<file path="config.mk">
export PLATFORM = sky130hd
export DESIGN_NAME = kx_accumulator
export DESIGN_NICKNAME = d
export VERILOG_FILES = /design/src/verilog/conv_acc_pkg.sv /design/src/verilog/kx_accumulator.sv
export SDC_FILE = /design/constraint.sdc
export NUM_CORES = 1
export LEC_CHECK = 0
export BUFFER_PORTS_ARGS = -buffer_cell sky130_fd_sc_hd__clkbuf_2
export CELL_PAD_IN_SITES_DETAIL_PLACEMENT = 1
export CELL_PAD_IN_SITES_GLOBAL_PLACEMENT = 2
export CORE_UTILIZATION = 37
export DETAILED_ROUTE_END_ITERATION = 12
export GPL_TIMING_DRIVEN = 0
export HOLD_SLACK_MARGIN = 0.06
export PLACE_DENSITY = 0.95
export SLEW_MARGIN = 25
export SYNTH_ARGS = -nofsm -noshare
export SYNTH_HDL_FRONTEND = slang
export SYNTH_SLANG_ARGS = --single-unit
</file>
<file path="constraint.sdc">
create_clock -name I_clk -period 5.2 [get_ports I_clk]
set_input_delay 0.52 -clock I_clk [delete_from_list [all_inputs] [get_ports I_clk]]
set_output_delay 0.52 -clock I_clk [all_outputs]
set_load 0.01 [all_outputs]
</file>
<file path="src/verilog/conv_acc_pkg.sv">
package conv_acc_pkg;

    // --------------------------------------------------
    // sizes
    // --------------------------------------------------

    // pixels carried by one input beat
    localparam int PIX        = 2;
    // output-channel lanes per pixel
    localparam int LANES      = 4;

    // raw product width from the multiplier array
    localparam int PROD_W     = 19;
    // accumulated half width
    localparam int ACC_W      = 24;

    // kernel tap counter width
    localparam int K_W        = 4;

    // output buffer
    localparam int DEPTH_W    = 6;
    localparam int OBUF_DEPTH = 64;

    // --------------------------------------------------
    // data words
    // --------------------------------------------------

    // two products per lane, hi in the upper bits
    typedef struct packed {
        logic signed [PROD_W-1:0] hi;
        logic signed [PROD_W-1:0] lo;
    } prod_pair_t;

    typedef struct packed {
        logic signed [ACC_W-1:0] hi;
        logic signed [ACC_W-1:0] lo;
    } acc_pair_t;

    // one input beat, lane index = pixel * LANES + lane
    typedef prod_pair_t [PIX*LANES-1:0] beat_t;

    // group sum, also the buffer word
    typedef acc_pair_t [PIX*LANES-1:0] macc_t;

    // --------------------------------------------------
    // control
    // --------------------------------------------------

    // layer shape, held for a whole line
    typedef struct packed {
        logic [K_W-1:0]     kx;
        logic [DEPTH_W-1:0] co_group;
        logic [DEPTH_W-1:0] wo_group;
    } conv_cfg_t;

    // per-cycle buffer controls from the tap counter
    typedef struct packed {
        logic               group_end;
        logic               rd_en;
        logic [DEPTH_W-1:0] addr;
        logic               first_row;
    } tap_ctl_t;

endpackage

</file>
<file path="src/verilog/kx_accumulator.sv">
`timescale 1ns/1ps

module kx_accumulator
    import conv_acc_pkg::*;
(
    input  logic  I_clk,
    input  logic  reset_i,
    input  logic  result_dv_i,
    input  beat_t result_i,
    input  logic  group_end_i,
    output macc_t group_sum_o
);

    macc_t ext;
    macc_t sum_q;
    logic  reload_q;

    function automatic logic [ACC_W-1:0] sext(input logic [PROD_W-1:0] p);
        return {{(ACC_W-PROD_W){p[PROD_W-1]}}, p};
    endfunction

    // sign extension of every product
    always_comb
    begin
        for (int i = 0; i < PIX*LANES; i++)
        begin
            ext[i].hi = sext(result_i[i].hi);
            ext[i].lo = sext(result_i[i].lo);
        end
    end

    // next beat opens a new group
    always_ff @(posedge I_clk)
    begin
        if (reset_i)
            reload_q <= 1'b1;
        else
            reload_q <= group_end_i;
    end

    // running half sums, wrap at ACC_W
    always_ff @(posedge I_clk)
    begin
        if (result_dv_i)
        begin
            for (int i = 0; i < PIX*LANES; i++)
            begin
                sum_q[i].hi <= reload_q ? ext[i].hi : sum_q[i].hi + ext[i].hi;
                sum_q[i].lo <= reload_q ? ext[i].lo : sum_q[i].lo + ext[i].lo;
            end
        end
    end

    assign group_sum_o = sum_q;

endmodule

</file>
==> results.cfg <==
[status]
outcome = complete, no violations

[synth]
ys.flop_type = edfxtp_1
synth_cells = 3505
avgSynthCellArea_um2 = 9.21
ys_ff_latch = 385
yosysTopAreaCell = edfxtp_1
synth-simple-area-share_pct = 13.8
synth.area.mux_share_pct = 1.20
async_flop_share_pct = 0
ys_types = 76
synth-compound-area-share_pct = 22.8
seq_area_frac_synth_pct = 35.8
synth.most_common_cell = o21ai_0
synthXorXnorAreaFrac_pct = 8.60
syn_area_um2 = 32300
synth_edf_count = 384
ys_top_cells_by_area = edfxtp_1 (36%), ha_1 (14%), o21ai_0 (6.9%)
yosys-top-cells-count = o21ai_0 (445), nand2_1 (431), edfxtp_1 (384)
ys_warn_count = 0
synth_nets = 4197
synth.top_cell.area_share_pct = 35.7
synth_top_family_by_area = compound AO/OA/AOI/OAI gates
synthAdderAreaFrac_pct = 15.3

[placed_design]
placed_area_um2 = 37400
place.port_buffers = 691
dpl.cell_count = 5348
dpl.hpwl_um = 95600
gp_congestion = 0.889

[sta]
fin_skew_ns = 0.0267
timing.final.crit_share_pct = 79.8
rsz0062_at_grt = false
period_needed_ns = 4.15
drv_slew = 0
hold_violations = 0
worstMarginPinSlew_ns = 0.971
slew_headroom_pct = 35.3
fmax_ghz = 0.241
finalSetupViolations = 0
finalSetupTns_ns = 0

[clocking]
cts-root-buf = clkbuf_16
clock_latency_ns = 0.61
clock_path_buffers = 3
cts_resized = 0
cts_tree = built
clk_pin_slew_ns = 0.06
cts_buffers = 53
cts_sinks = 385
cts_hold_buf = 0
cts_setup_buffers = 0
htree_levels = 2

[floorplan]
rows = 107
dieArea_um2 = 88400
die_x_um = 297
core-area_um2 = 85800
ios = 692
start_util_pct = 37.6
die_h_um = 297

[route]
wl_met1_um = 50400
wl_met3_um = 7320
drtPass1Iterations = 5
drc_errors = 0
via_per_inst = 5.59
drt_iter0_markers = 1677
avgRoutedWirePerCell_um = 22.3
vias = 30500
met2_length_um = 59000
top_layer_used = met5
routed_wl_um = 122000
ant_nets = 0

[cells_and_area]
fin_cells = 5462
drive_gt1_share_pct = 19.6
nNetsFinal = 4951
stdcell_area_um2 = 39100
synthToLayoutAreaGrowth_pct = 21.3

[critical_path]
startpoint_type = register
cp_data_arrival_time_ns = 4.46
setup.worst_path.class = reg -> reg
cp_slowest_cell = clkbuf_1
cpMostUsedCell = clkbuf_1
required_ns = 5.51
cp-end-kind = register
path_cells = clkbuf_1, clkbuf_1, clkbuf_1, clkbuf_1, o21ai_0
cp_max_fo = 10
max_stage_delay_ns = 0.77

[global_route]
grt_overflow = 0
grt_max_degree = 72
track_usage_pct = 26.5
grt_pass1_vias = 31400
grt_pass1_wl_um = 185000
grt_antenna_before_repair = 25

[pwr]
irDropWorstVdd_mv = 0.235
p_per_area_nw_per_um2 = 301
leakage_nw = 17.4

[job]
cap_viol_max_count = 0

[hold_path]
min_path_type = in -> reg
==> critical path, delay by kind of cell (launching register included) <==
kind	cells	cell delay (ns)
compound gates	1	0.18
buf+inv	4	2.85
flops	1	0.76
==> placed cells by master, fill, tap and decap left out, drive strengths merged, types with 63 or more instances in the layout <==
master | synthesis | routed
clkbuf | 89 | 846
o21ai | 469 | 469
xor2 | 160 | 160
nor2 | 180 | 180
a21o | 130 | 130
inv | 118 | 119
ha | 368 | 368
nand2 | 431 | 431
a21oi | 269 | 269
nand2b | 63 | 63
xnor2 | 157 | 157
edfxtp | 384 | 384
==> final cells by class <==
type / instances / area [µm²]
tap: 1144 / 1430
clock inverter: 33 / 300
multi-input combinational: 2905 / 19900
inverter: 118 / 443
fill: 10400 / 46700
buffer: 97 / 385
antenna: 15 / 37.5
timing repair buffer: 699 / 3670
clock buffer: 66 / 1420
sequential: 385 / 11600
==> cell families after synthesis <==
group,count (synthesis)
simple gates,963
compound gates,1206
fa+ha+maj,384
mux,35
xor+xnor,317
buf+inv,215
flops,385
==> per-layer routing <==
metal | GRT usage [%] | vias up
li1 | - | 14600
met1 | 31.9 | 14900
met2 | 46.2 | 790
met3 | 5.26 | 241
met4 | 10.6 | 12
met5 | 0 | -
==> sequential cells by signal, summed over array words and instances, names as in the netlist <==
register,cells
group_sum_o,384
reload_q,1
==> final timing paths <==
kind / end / depth (start not counted) / slack [ns] / startpoint
setup / recovery: group_sum_o[1] / 5 / 1.05 / reload_q
hold / removal: reload_q / 2 / 0.13 / reset_i
setup reg to reg: group_sum_o[1] / 5 / 1.05 / reload_q
hold reg to reg: group_sum_o[48] / 2 / 0.70 / group_sum_o[48]
==> through the flow <==
step | power (mW) | setup WS [ns] | utilization (%) | hold WS (ns)
floorplan | 6.69 | 1.89 | - | 0.624
global placement | 7.96 | -3.68 | 43.3 | 0.671
detailed placement | 8.05 | 1.07 | 43.6 | 0.686
CTS | 11.8 | 1.04 | 45.6 | 0.0942
global route | 12.4 | 1.02 | 45.6 | 0.107
finish | 11.8 | 1.05 | 45.6 | 0.125
==> where the power goes <==
| part | internal (mW) | leakage, nW | switching (mW) |
|---|---|---|---|
| combinational | 1.66 | 12.8 | 2.39 |
| clock | 2.17 | 0.827 | 1.58 |
| sequential | 3.79 | 3.80 | 0.199 |
No activity file was read; power rests on OpenSTA's default activity.
