## src/verilog/conv_acc_pkg.sv

```systemverilog
package conv_acc_pkg;

    // --------------------------------------------------
    // sizes
    // --------------------------------------------------

    // pixels carried by one input beat
    localparam int PIX        = 2;
    // output-channel lanes per pixel
    localparam int LANES      = 4;

    // raw product width from the multiplier array
    localparam int PROD_W     = 19;
    // accumulated half width
    localparam int ACC_W      = 24;

    // kernel tap counter width
    localparam int K_W        = 4;

    // output buffer
    localparam int DEPTH_W    = 6;
    localparam int OBUF_DEPTH = 64;

    // --------------------------------------------------
    // data words
    // --------------------------------------------------

    // two products per lane, hi in the upper bits
    typedef struct packed {
        logic signed [PROD_W-1:0] hi;
        logic signed [PROD_W-1:0] lo;
    } prod_pair_t;

    typedef struct packed {
        logic signed [ACC_W-1:0] hi;
        logic signed [ACC_W-1:0] lo;
    } acc_pair_t;

    // one input beat, lane index = pixel * LANES + lane
    typedef prod_pair_t [PIX*LANES-1:0] beat_t;

    // group sum, also the buffer word
    typedef acc_pair_t [PIX*LANES-1:0] macc_t;

    // --------------------------------------------------
    // control
    // --------------------------------------------------

    // layer shape, held for a whole line
    typedef struct packed {
        logic [K_W-1:0]     kx;
        logic [DEPTH_W-1:0] co_group;
        logic [DEPTH_W-1:0] wo_group;
    } conv_cfg_t;

    // per-cycle buffer controls from the tap counter
    typedef struct packed {
        logic               group_end;
        logic               rd_en;
        logic [DEPTH_W-1:0] addr;
        logic               first_row;
    } tap_ctl_t;

endpackage

```

## src/verilog/tap_counter.sv

```systemverilog
`timescale 1ns/1ps

module tap_counter
    import conv_acc_pkg::*;
(
    input  logic      I_clk,
    input  logic      reset_i,
    input  conv_cfg_t cfg_i,
    input  logic      compute_en_i,
    input  logic      line_end_i,
    input  logic      result_dv_i,
    output tap_ctl_t  tap_ctl_o,
    output logic      line_end_flag_o
);

    logic                 dv_q;
    logic                 restart;
    logic [K_W-1:0]       cnt_k_q;
    logic [DEPTH_W-1:0]   cog_q;
    logic [DEPTH_W-1:0]   wog_q;
    logic [K_W-1:0]       cnt_k;
    logic [DEPTH_W-1:0]   cog;
    logic [DEPTH_W-1:0]   wog;
    logic                 k_last;
    logic                 cog_last;
    logic                 wog_last;
    logic [2*DEPTH_W-1:0] addr_full;
    logic                 compute_en_q;
    logic                 first_row_q;

    // --------------------------------------------------
    // counters
    // --------------------------------------------------

    // first beat after a gap counts as position zero
    assign restart = result_dv_i & ~dv_q;

    assign cnt_k = restart ? '0 : cnt_k_q;
    assign cog   = restart ? '0 : cog_q;
    assign wog   = restart ? '0 : wog_q;

    assign k_last   = (cnt_k == cfg_i.kx - K_W'(1));
    assign cog_last = (cog == cfg_i.co_group - DEPTH_W'(1));
    assign wog_last = (wog == cfg_i.wo_group - DEPTH_W'(1));

    always_ff @(posedge I_clk)
    begin
        if (reset_i)
        begin
            dv_q    <= 1'b0;
            cnt_k_q <= '0;
            cog_q   <= '0;
            wog_q   <= '0;
        end
        else
        begin
            dv_q <= result_dv_i;
            if (result_dv_i)
            begin
                if (k_last)
                begin
                    cnt_k_q <= '0;
                    if (cog_last)
                    begin
                        cog_q <= '0;
                        wog_q <= wog_last ? '0 : wog + DEPTH_W'(1);
                    end
                    else
                    begin
                        cog_q <= cog + DEPTH_W'(1);
                        wog_q <= wog;
                    end
                end
                else
                begin
                    cnt_k_q <= cnt_k + K_W'(1);
                    cog_q   <= cog;
                    wog_q   <= wog;
                end
            end
        end
    end

    // wo group * co_group + co group
    assign addr_full = wog * cfg_i.co_group + cog;

    // group_end also held high in gaps so the next beat starts a fresh sum
    always_comb
    begin
        tap_ctl_o.group_end = k_last | ~result_dv_i;
        tap_ctl_o.rd_en     = k_last & result_dv_i;
        tap_ctl_o.addr      = addr_full[DEPTH_W-1:0];
        tap_ctl_o.first_row = first_row_q;
    end

    // --------------------------------------------------
    // first row and line end
    // --------------------------------------------------

    always_ff @(posedge I_clk)
    begin
        if (reset_i)
        begin
            compute_en_q    <= 1'b0;
            first_row_q     <= 1'b0;
            line_end_flag_o <= 1'b0;
        end
        else
        begin
            compute_en_q    <= compute_en_i;
            line_end_flag_o <= result_dv_i & k_last & cog_last & wog_last;
            if (line_end_flag_o)
                first_row_q <= 1'b0;
            else if ((compute_en_i & ~compute_en_q) | line_end_i)
                first_row_q <= 1'b1;
        end
    end

endmodule

```

## config.mk

```make
export PLATFORM = sky130hd
export DESIGN_NAME = tap_counter
export DESIGN_NICKNAME = d
export VERILOG_FILES = /design/src/verilog/conv_acc_pkg.sv /design/src/verilog/tap_counter.sv
export SDC_FILE = /design/constraint.sdc
export NUM_CORES = 1
export LEC_CHECK = 0
export ABC_AREA = 1
export CAP_MARGIN = 10
export CORE_ASPECT_RATIO = 1.1
export CORE_MARGIN = 2
export CORE_UTILIZATION = 45
export DETAILED_ROUTE_END_ITERATION = 7
export DONT_BUFFER_PORTS = 1
export PLACE_DENSITY = 0.63
export SKIP_CTS_REPAIR_TIMING = 1
export SLEW_MARGIN = 20
export SYNTH_ARGS = -nofsm -noshare
export SYNTH_HDL_FRONTEND = slang
export SYNTH_SLANG_ARGS = --single-unit
```

## constraint.sdc

```tcl
create_clock -name I_clk -period 8 [get_ports I_clk]
set_input_delay 1.6 -clock I_clk [delete_from_list [all_inputs] [get_ports I_clk]]
set_output_delay 1.6 -clock I_clk [all_outputs]
set_load 0.01 [all_outputs]
```

==> results of run 1 <==
==> cells by family (layout without fill, tap and decap cells) <==
group           count (synthesis)  count (layout)  synth area share
compound gates                 25              25            0.0543
xor+xnor                       25              25            0.0932
fa+ha+maj                      26              26             0.161
buf+inv                        70              66             0.121
flops                          20              20             0.170
simple gates                  209             209             0.400
==> area by class of cell <==
type                    count  area (um^2)
flip-flops and latches     20          400
well taps                  58         72.6
inverters                  62          233
fillers                   547         2610
multi-input cells         285         1660
clock buffers               4         55.1
==> registers in the layout, indices dropped and copies added, names as in the netlist <==
name,cells
line_end_flag_o,1
compute_en_q,1
wog_q,6
cog_q,6
first_row_q,1
cnt_k_q,4
dv_q,1
==> worst paths after layout <==
check / slack [ps] / start / endpoint / depth (start not counted)
worst min-delay path: 470 / cog_q[2]$_SDFFE_PP0P_ / cog_q[2]$_SDFFE_PP0P_ / 2
worst max register to register: 6060 / dv_q$_SDFF_PP0_ / wog_q[5]$_SDFFE_PP0P_ / 14
worst max-delay path: 1020 / result_dv_i / tap_ctl_o[6] / 16
worst min register to register: 470 / cog_q[2]$_SDFFE_PP0P_ / cog_q[2]$_SDFFE_PP0P_ / 2
==> where the power goes <==
| group | switching [mW] | internal, mW |
|---|---|---|
| Sequential | 0.00161 | 0.102 |
| Combinational | 0.0282 | 0.0152 |
| Clock | 0.0339 | 0.0438 |
==> stage by stage <==
stage,setup WS [ps],area [um^2],cells,power [mW],hold WS (ps)
floorplan,1250,2350,375,0.146,445
global placement,1130,2370,425,0.148,450
detailed placement,950,2370,425,0.149,457
CTS,940,2420,429,0.226,469
global route,738,2420,429,0.239,490
finish,1020,2420,429,0.224,466
==> worst min-delay path, cell delays in order (launching register included) <==
cell and delay (ps):
dfxtp_1 320, nand2_1 60, a21oi_1 50
==> routing by layer <==
layer	up-vias	GRT usage	part of all wire
met1	983	0.241	0.45
met5	-	0	0
met4	0	0.0981	0.038
met3	15	0.0227	0.047
met2	48	0.335	0.47
li1	1159	-	-
==> cell usage after synthesis (all sizes together) <==
cell	instances
or2	1
xor2	15
nand3b	1
nand2	119
clkbuf	3
xnor2	10
inv	60
nor3	4
nand3	39
a21oi	18
fa	7
nand4	7
dfxtp	20
clkinv	2
o21ai	6
nor2	38
a211oi	1
buf	5
ha	19
==> results.sh, run 1 <==
export IMPL_post_route_util=0.482
export IMPL_cts_root_buf="clkbuf_8"
export IMPL_grt_max_degree=20
export IMPL_area_delta_synth_final_pct=3.25
export IMPL_rsz0062_at_grt="no"
export IMPL_critical_path_max_stage_delay_ps=530
export IMPL_holdCritPathClass="flip-flop to flip-flop"
export IMPL_finalSetupTns_ps=0
export IMPL_skew_ps=4.93
export IMPL_arrival_ps=5380
export IMPL_crit_slowest_cell="fa_1"
export IMPL_power_per_cell_area_mw_per_mm2=92.5
export IMPL_grt_use_total=0.196
export IMPL_synthCells=375
export IMPL_num_vias=2205
export IMPL_most_common_layout_cells="109 x nand2_1, 58 x inv_1, 38 x nand3_1"
export IMPL_status="finished clean"
export IMPL_io_pin_count=31
export IMPL_yosys_register_bits=20
export IMPL_slew_headroom=0.671
export IMPL_diodes=0
export IMPL_cts_made_buffers=3
export IMPL_synth_area_top_cells="nand2_1 17%, dfxtp_1 17%, ha_1 10%"
export IMPL_critPathMaxFanout=15
export IMPL_drc_errors=0
export IMPL_die_area_mm2=0.00581
export IMPL_fin_nets=419
export IMPL_path_buf_inv=4
export IMPL_leakage_nw=1.31
export IMPL_dieHeight_um=79.8
export IMPL_fmax_mhz=143
export IMPL_grt_pass1_wl_um=9160
export IMPL_drtPass1Iterations=4
export IMPL_dp_hpwl_um=4290
export IMPL_path_cells="inv_2 > nor2_2 > nor2_1 > nand2_1 > fa_1 > inv_1 > ha_1 > inv_1 > fa_1 > inv_1 > fa_1 > ha_1 > a21oi_1 > xnor2_1 > xor2_1 > xor2_1"
export IMPL_post_drt_wl_per_cell_um=12.0
export IMPL_syn_area_per_cell_um2=6.26
export IMPL_finalHoldViolations=0
export IMPL_drt_wl_total_um=5140
export IMPL_clk_latency_ps=260
export IMPL_yosysWarnings=0
export IMPL_synth_seq_area_share=0.170
export IMPL_drv_slew=0
export IMPL_grt_overflow_total=0
export IMPL_grt_antenna_before_repair=0
export IMPL_ant_nets=0
export IMPL_synth_top_area_cell="nand2_1"
export IMPL_min_period_ps=6980
export IMPL_critPathLaunchType="input pin"
export IMPL_path_delay_family="adder cells"
export IMPL_crit_required_ps=6400
export IMPL_ir_worst_vdd_mv=0.103
export IMPL_initial_utilization=0.467
export IMPL_max_cap_violations=0
export IMPL_clock_path_buffers=2
export IMPL_syn_num_nets=422
export IMPL_rows=27
export IMPL_syn_cell_area_mm2=0.00235
export IMPL_tightest_slew_ps=489
export IMPL_critPathCaptureType="output pin"
export IMPL_period_share=0.872
export IMPL_grt_pass1_vias=2121
export IMPL_cts_num_sinks=20
export IMPL_cts_tree="built"
export IMPL_setup_viol=0
export IMPL_final_common_cell="nand2_1"
export IMPL_place_gp_congestion=0.831
export IMPL_die_w_um=72.9
export IMPL_synth_cell_type_count=29
export IMPL_worst_setup_path_type="input pin to output pin"
export IMPL_coreArea_mm2=0.00503
export IMPL_yosysTopAreaCellShare=0.174
export IMPL_first_iter_violations=82
export IMPL_cts_clk_slew_worst_paths_ps=80
export IMPL_htreeDepth=1
export IMPL_portBuffers=0
export IMPL_drive_above_1_share=0.0647
export IMPL_post_drt_via_cell_ratio=5.14
No activity file was read; power rests on OpenSTA's default activity.
==> inputs of run 2 (changes only) <==
==> constraint.sdc (replaced) <==
create_clock -name I_clk -period 7.6 [get_ports I_clk]
set_input_delay 1.52 -clock I_clk [delete_from_list [all_inputs] [get_ports I_clk]]
set_output_delay 1.52 -clock I_clk [all_outputs]
set_load 0.01 [all_outputs]
==> run 2 against run 1 <==
Combinational power up 4.8%. Sequential share of layout area unchanged. Hold slack worse by 1.0 ps. Global-route usage about the same. First-iteration DRC count unchanged. Total power up 4.9%. Wire length down 2.1%.
==> results.sh, run 2 (same netlist as run 1, synthesis figures left out) <==
export IMPL_status="finished clean"
export IMPL_clk_latency_ps=260
export IMPL_skew_ps=7.16
export IMPL_worst_setup_path_type="input pin to output pin"
export IMPL_area_delta_synth_final_pct=3.25
export IMPL_rsz0062_at_grt="no"
export IMPL_drt_wl_total_um=5030
export IMPL_die_w_um=72.9
export IMPL_holdCritPathClass="flip-flop to flip-flop"
export IMPL_drc_errors=0
export IMPL_met2_usage=0.329
export IMPL_drtPass1Iterations=5
export IMPL_die_area_mm2=0.00581
export IMPL_holdWs_ps=465
export IMPL_power_per_cell_area_mw_per_mm2=97.0
export IMPL_use_met3=0.0164
export IMPL_fin_nets=419
export IMPL_grt_overflow_total=0
export IMPL_cts_num_sinks=20
export IMPL_reg_top3="cog_q: 6 flops, wog_q: 6 flops, cnt_k_q: 4 flops"
export IMPL_tightest_slew_ps=468
export IMPL_post_drt_wl_per_cell_um=11.7
export IMPL_dp_hpwl_um=4240
export IMPL_htreeDepth=1
export IMPL_cts_clk_slew_worst_paths_ps=70
export IMPL_critPathCaptureType="output pin"
export IMPL_grt_use_total=0.196
export IMPL_rows=27
export IMPL_period_share=0.902
export IMPL_setup_viol=0
export IMPL_r2r_slack_ps=5680
export IMPL_fmax_mhz=146
export IMPL_final_common_cell="nand2_1"
export IMPL_grt_pass1_wl_um=9160
export IMPL_max_cap_violations=0
export IMPL_clock_path_buffers=2
export IMPL_ant_nets=0
export IMPL_place_gp_congestion=0.831
export IMPL_top_usage_layer="met2"
export IMPL_critPathLaunchType="input pin"
export IMPL_post_drt_via_cell_ratio=5.07
export IMPL_drive_above_1_share=0.0647
export IMPL_most_common_layout_cells="109 x nand2_1, 58 x inv_1, 38 x nand3_1"
export IMPL_postPlaceCellArea_mm2=0.00237
export IMPL_use_met1=0.251
export IMPL_grt_max_degree=20
export IMPL_grt_antenna_before_repair=0
export IMPL_crit_required_ps=6080
export IMPL_drv_slew=0
export IMPL_cts_root_buf="clkbuf_8"
export IMPL_p_total_mw=0.235
export IMPL_grt_pass1_vias=2094
export IMPL_finalHoldViolations=0
export IMPL_finalSetupTns_ps=0
export IMPL_io_pin_count=31
export IMPL_leakage_nw=1.31
export IMPL_num_vias=2175
export IMPL_dieHeight_um=79.8
export IMPL_slew_headroom=0.686
export IMPL_arrival_ps=5330
export IMPL_diodes=0
export IMPL_finalInstanceArea_mm2=0.00242
export IMPL_coreArea_mm2=0.00503
export IMPL_cts_tree="built"
export IMPL_first_iter_violations=82
export IMPL_portBuffers=0
export IMPL_ir_worst_vdd_mv=0.0697
export IMPL_critPathMaxFanout=15
export IMPL_min_period_ps=6850
export IMPL_cts_made_buffers=3
export IMPL_initial_utilization=0.467
==> run 2: cell counts in the layout (fill, tap and decap cells not counted) <==
No cell type changed its count.
==> run 2: report_power, final <==
group          internal, mW  leakage [nW]  switching, mW
Combinational        0.0160          1.12         0.0294
Sequential            0.107         0.163        0.00168
Clock                0.0461        0.0288         0.0351
Total                 0.169          1.31         0.0662
==> run 2: layout make-up <==
class                           instances  area, um^2
Multi-Input combinational cell        285        1660
Clock buffer                            4        55.1
Inverter                               62         233
Fill cell                             543        2610
Tap cell                               58        72.6
Sequential cell                        20         400
==> run 2: metrics by stage <==
stage	std cells	utilization	setup WS, ps
final	429	0.482	746
after floorplan	375	-	1010
after CTS	429	0.482	685
after global placement	425	0.471	890
after global routing	429	0.482	426
after detailed placement	425	0.471	700
==> run 2: layer usage <==
metal	routed length, um	up-vias
met1	2310	962
met2	2350	43
met4	191	0
met5	0	-
met3	183	14
li1	-	1156
==> run 2: worst paths after layout <==
kind                            to             startpoint  depth (start not counted)
max                   tap_ctl_o[6]            result_dv_i                         16
max reg2reg  wog_q[5]$_SDFFE_PP0P_        dv_q$_SDFF_PP0_                         14
min          cog_q[3]$_SDFFE_PP0P_  cog_q[3]$_SDFFE_PP0P_                          2
min reg2reg  cog_q[3]$_SDFFE_PP0P_  cog_q[3]$_SDFFE_PP0P_                          2
==> run 2: worst max-delay path: stages <==
cell	delay, ps
inv_2	200
nor2_2	90
nor2_1	290
nand2_1	120
fa_1	510
inv_1	40
ha_1	260
inv_1	50
fa_1	530
inv_1	50
fa_1	470
ha_1	340
a21oi_1	210
xnor2_1	150
xor2_1	210
xor2_1	290
==> inputs of run 3 (changes only) <==
==> constraint.sdc (replaced) <==
create_clock -name I_clk -period 7.6 [get_ports I_clk]
set_input_delay 1.14 -clock I_clk [delete_from_list [all_inputs] [get_ports I_clk]]
set_output_delay 1.14 -clock I_clk [all_outputs]
set_load 0.01 [all_outputs]
==> run 3 against run 2 <==
Clock skew shrank 2.1 ps. Via count is 0.83% higher. Global-route usage is 0.35 points lower. Die area did not move. Count of clock-buffer cells in the layout did not move. Final cell count is the same. Clock power down 0.9%. Fmax up 13%. Critical endpoint unchanged. Combinational power hardly changed. Largest power group unchanged. Register-to-register slack worse by 40 ps. Hold slack gained 1.7 ps.
==> results.sh, run 3 (same netlist as run 1, synthesis figures left out) <==
export IMPL_slew_headroom=0.687
export IMPL_critical_path_max_stage_delay_ps=530
export IMPL_htreeDepth=1
export IMPL_placed_cells=425
export IMPL_path_cells="inv_2 > nor2_2 > nor2_1 > nand2_1 > fa_1 > inv_1 > ha_1 > inv_1 > fa_1 > inv_1 > fa_1 > ha_1 > a21oi_1 > xnor2_1 > xor2_1 > xor2_1"
export IMPL_most_common_layout_cells="109 x nand2_1, 58 x inv_1, 38 x nand3_1"
export IMPL_fin_nets=419
export IMPL_crit_slowest_cell="fa_1"
export IMPL_multi_input_area_mm2=0.00166
export IMPL_grt_overflow_total=0
export IMPL_diodes=0
export IMPL_seq_area_um2=400
export IMPL_reg_top3="cog_q: 6 flops, wog_q: 6 flops, cnt_k_q: 4 flops"
export IMPL_status="finished clean"
export IMPL_critPathCaptureType="output pin"
export IMPL_finalSetupTns_ps=0
export IMPL_area_delta_synth_final_pct=3.25
export IMPL_min_period_ps=6060
export IMPL_grt_use_total=0.193
export IMPL_setup_viol=0
export IMPL_cts_tree="built"
export IMPL_drc_errors=0
export IMPL_die_area_mm2=0.00581
export IMPL_drv_slew=0
export IMPL_cts_root_buf="clkbuf_8"
export IMPL_critPathMaxFanout=15
export IMPL_final_common_cell="nand2_1"
export IMPL_cts_num_sinks=20
export IMPL_drive_above_1_share=0.0647
export IMPL_post_drt_wl_per_cell_um=11.9
export IMPL_place_gp_congestion=0.831
export IMPL_rows=27
export IMPL_skew_ps=5.02
export IMPL_drt_wl_total_um=5100
export IMPL_finalHoldViolations=0
export IMPL_arrival_ps=4920
export IMPL_crit_required_ps=6460
export IMPL_max_cap_violations=0
export IMPL_grt_pass1_vias=2111
export IMPL_grt_antenna_before_repair=0
export IMPL_die_w_um=72.9
export IMPL_instances_no_fill=429
export IMPL_worst_setup_path_type="input pin to output pin"
export IMPL_preCtsSetupSlack_ps=1480
export IMPL_drtPass1Iterations=5
export IMPL_num_fill_cells=539
export IMPL_dieHeight_um=79.8
export IMPL_first_iter_violations=70
export IMPL_io_pin_count=31
export IMPL_num_vias=2193
export IMPL_rsz0062_at_grt="no"
export IMPL_fmax_mhz=165
export IMPL_cts_clk_slew_worst_paths_ps=70
export IMPL_holdCritPathClass="flip-flop to flip-flop"
export IMPL_power_per_cell_area_mw_per_mm2=96.7
export IMPL_clk_latency_ps=250
export IMPL_tightest_slew_ps=466
export IMPL_ant_nets=0
export IMPL_clock_path_buffers=2
export IMPL_critPathLaunchType="input pin"
export IMPL_grt_pass1_wl_um=9040
export IMPL_period_share=0.797
export IMPL_r2r_slack_ps=5640
export IMPL_post_drt_via_cell_ratio=5.11
export IMPL_holdWs_ps=467
export IMPL_ir_worst_vdd_mv=0.0640
export IMPL_leakage_nw=1.31
export IMPL_dp_hpwl_um=4300
export IMPL_initial_utilization=0.467
export IMPL_finalWorstSetupSlack_ps=1540
export IMPL_grt_max_degree=20
export IMPL_coreArea_mm2=0.00503
export IMPL_cts_made_buffers=3
export IMPL_portBuffers=0
run 3: cell counts in the layout (fill, tap and decap cells not counted):
Identical to the previous run, type by type.
run 3: path summary, 6_finish.rpt:
kind / end / cells past startpoint / from
hold reg to reg: cog_q[4]$_SDFFE_PP0P_ / 2 / cog_q[4]$_SDFFE_PP0P_
setup / recovery: tap_ctl_o[6] / 16 / result_dv_i
setup reg to reg: wog_q[5]$_SDFFE_PP0P_ / 14 / dv_q$_SDFF_PP0_
hold / removal: cog_q[4]$_SDFFE_PP0P_ / 2 / cog_q[4]$_SDFFE_PP0P_
run 3: worst max-delay path, delay by kind of cell:
family          cells  cell delay [ps]
fa+ha+maj           5             2100
xor+xnor            3              640
simple gates        3              480
buf+inv             4              330
compound gates      1              200
run 3: final cells by class:
| class | instances | share of cell area |
|---|---|---|
| Multi-Input combinational cell | 285 | 0.686 |
| Sequential cell | 20 | 0.165 |
| Inverter | 62 | 0.0960 |
| Tap cell | 58 | 0.0299 |
| Clock buffer | 4 | 0.0227 |
run 3: per-stage QoR:
stage / cell area, um^2 / total power, mW / util
finish: 2420 / 0.234 / 0.482
global route: 2420 / 0.249 / 0.482
CTS: 2420 / 0.238 / 0.482
detailed placement: 2370 / 0.157 / 0.471
global placement: 2370 / 0.156 / 0.471
floorplan: 2350 / 0.154 / -
run 3: power breakdown:
part | leakage, nW | switching, mW | internal [mW]
Combinational | 1.12 | 0.0294 | 0.0160
Clock | 0.0288 | 0.0344 | 0.0460
Sequential | 0.163 | 0.00172 | 0.107
Total | 1.31 | 0.0655 | 0.169
run 3: per-layer routing:
metal | global-route usage | share of wire | vias up
met5 | 0 | 0 | -
met1 | 0.240 | 0.46 | 983
met4 | 0.0833 | 0.029 | 0
li1 | - | - | 1156
met3 | 0.0164 | 0.033 | 12
met2 | 0.336 | 0.48 | 42
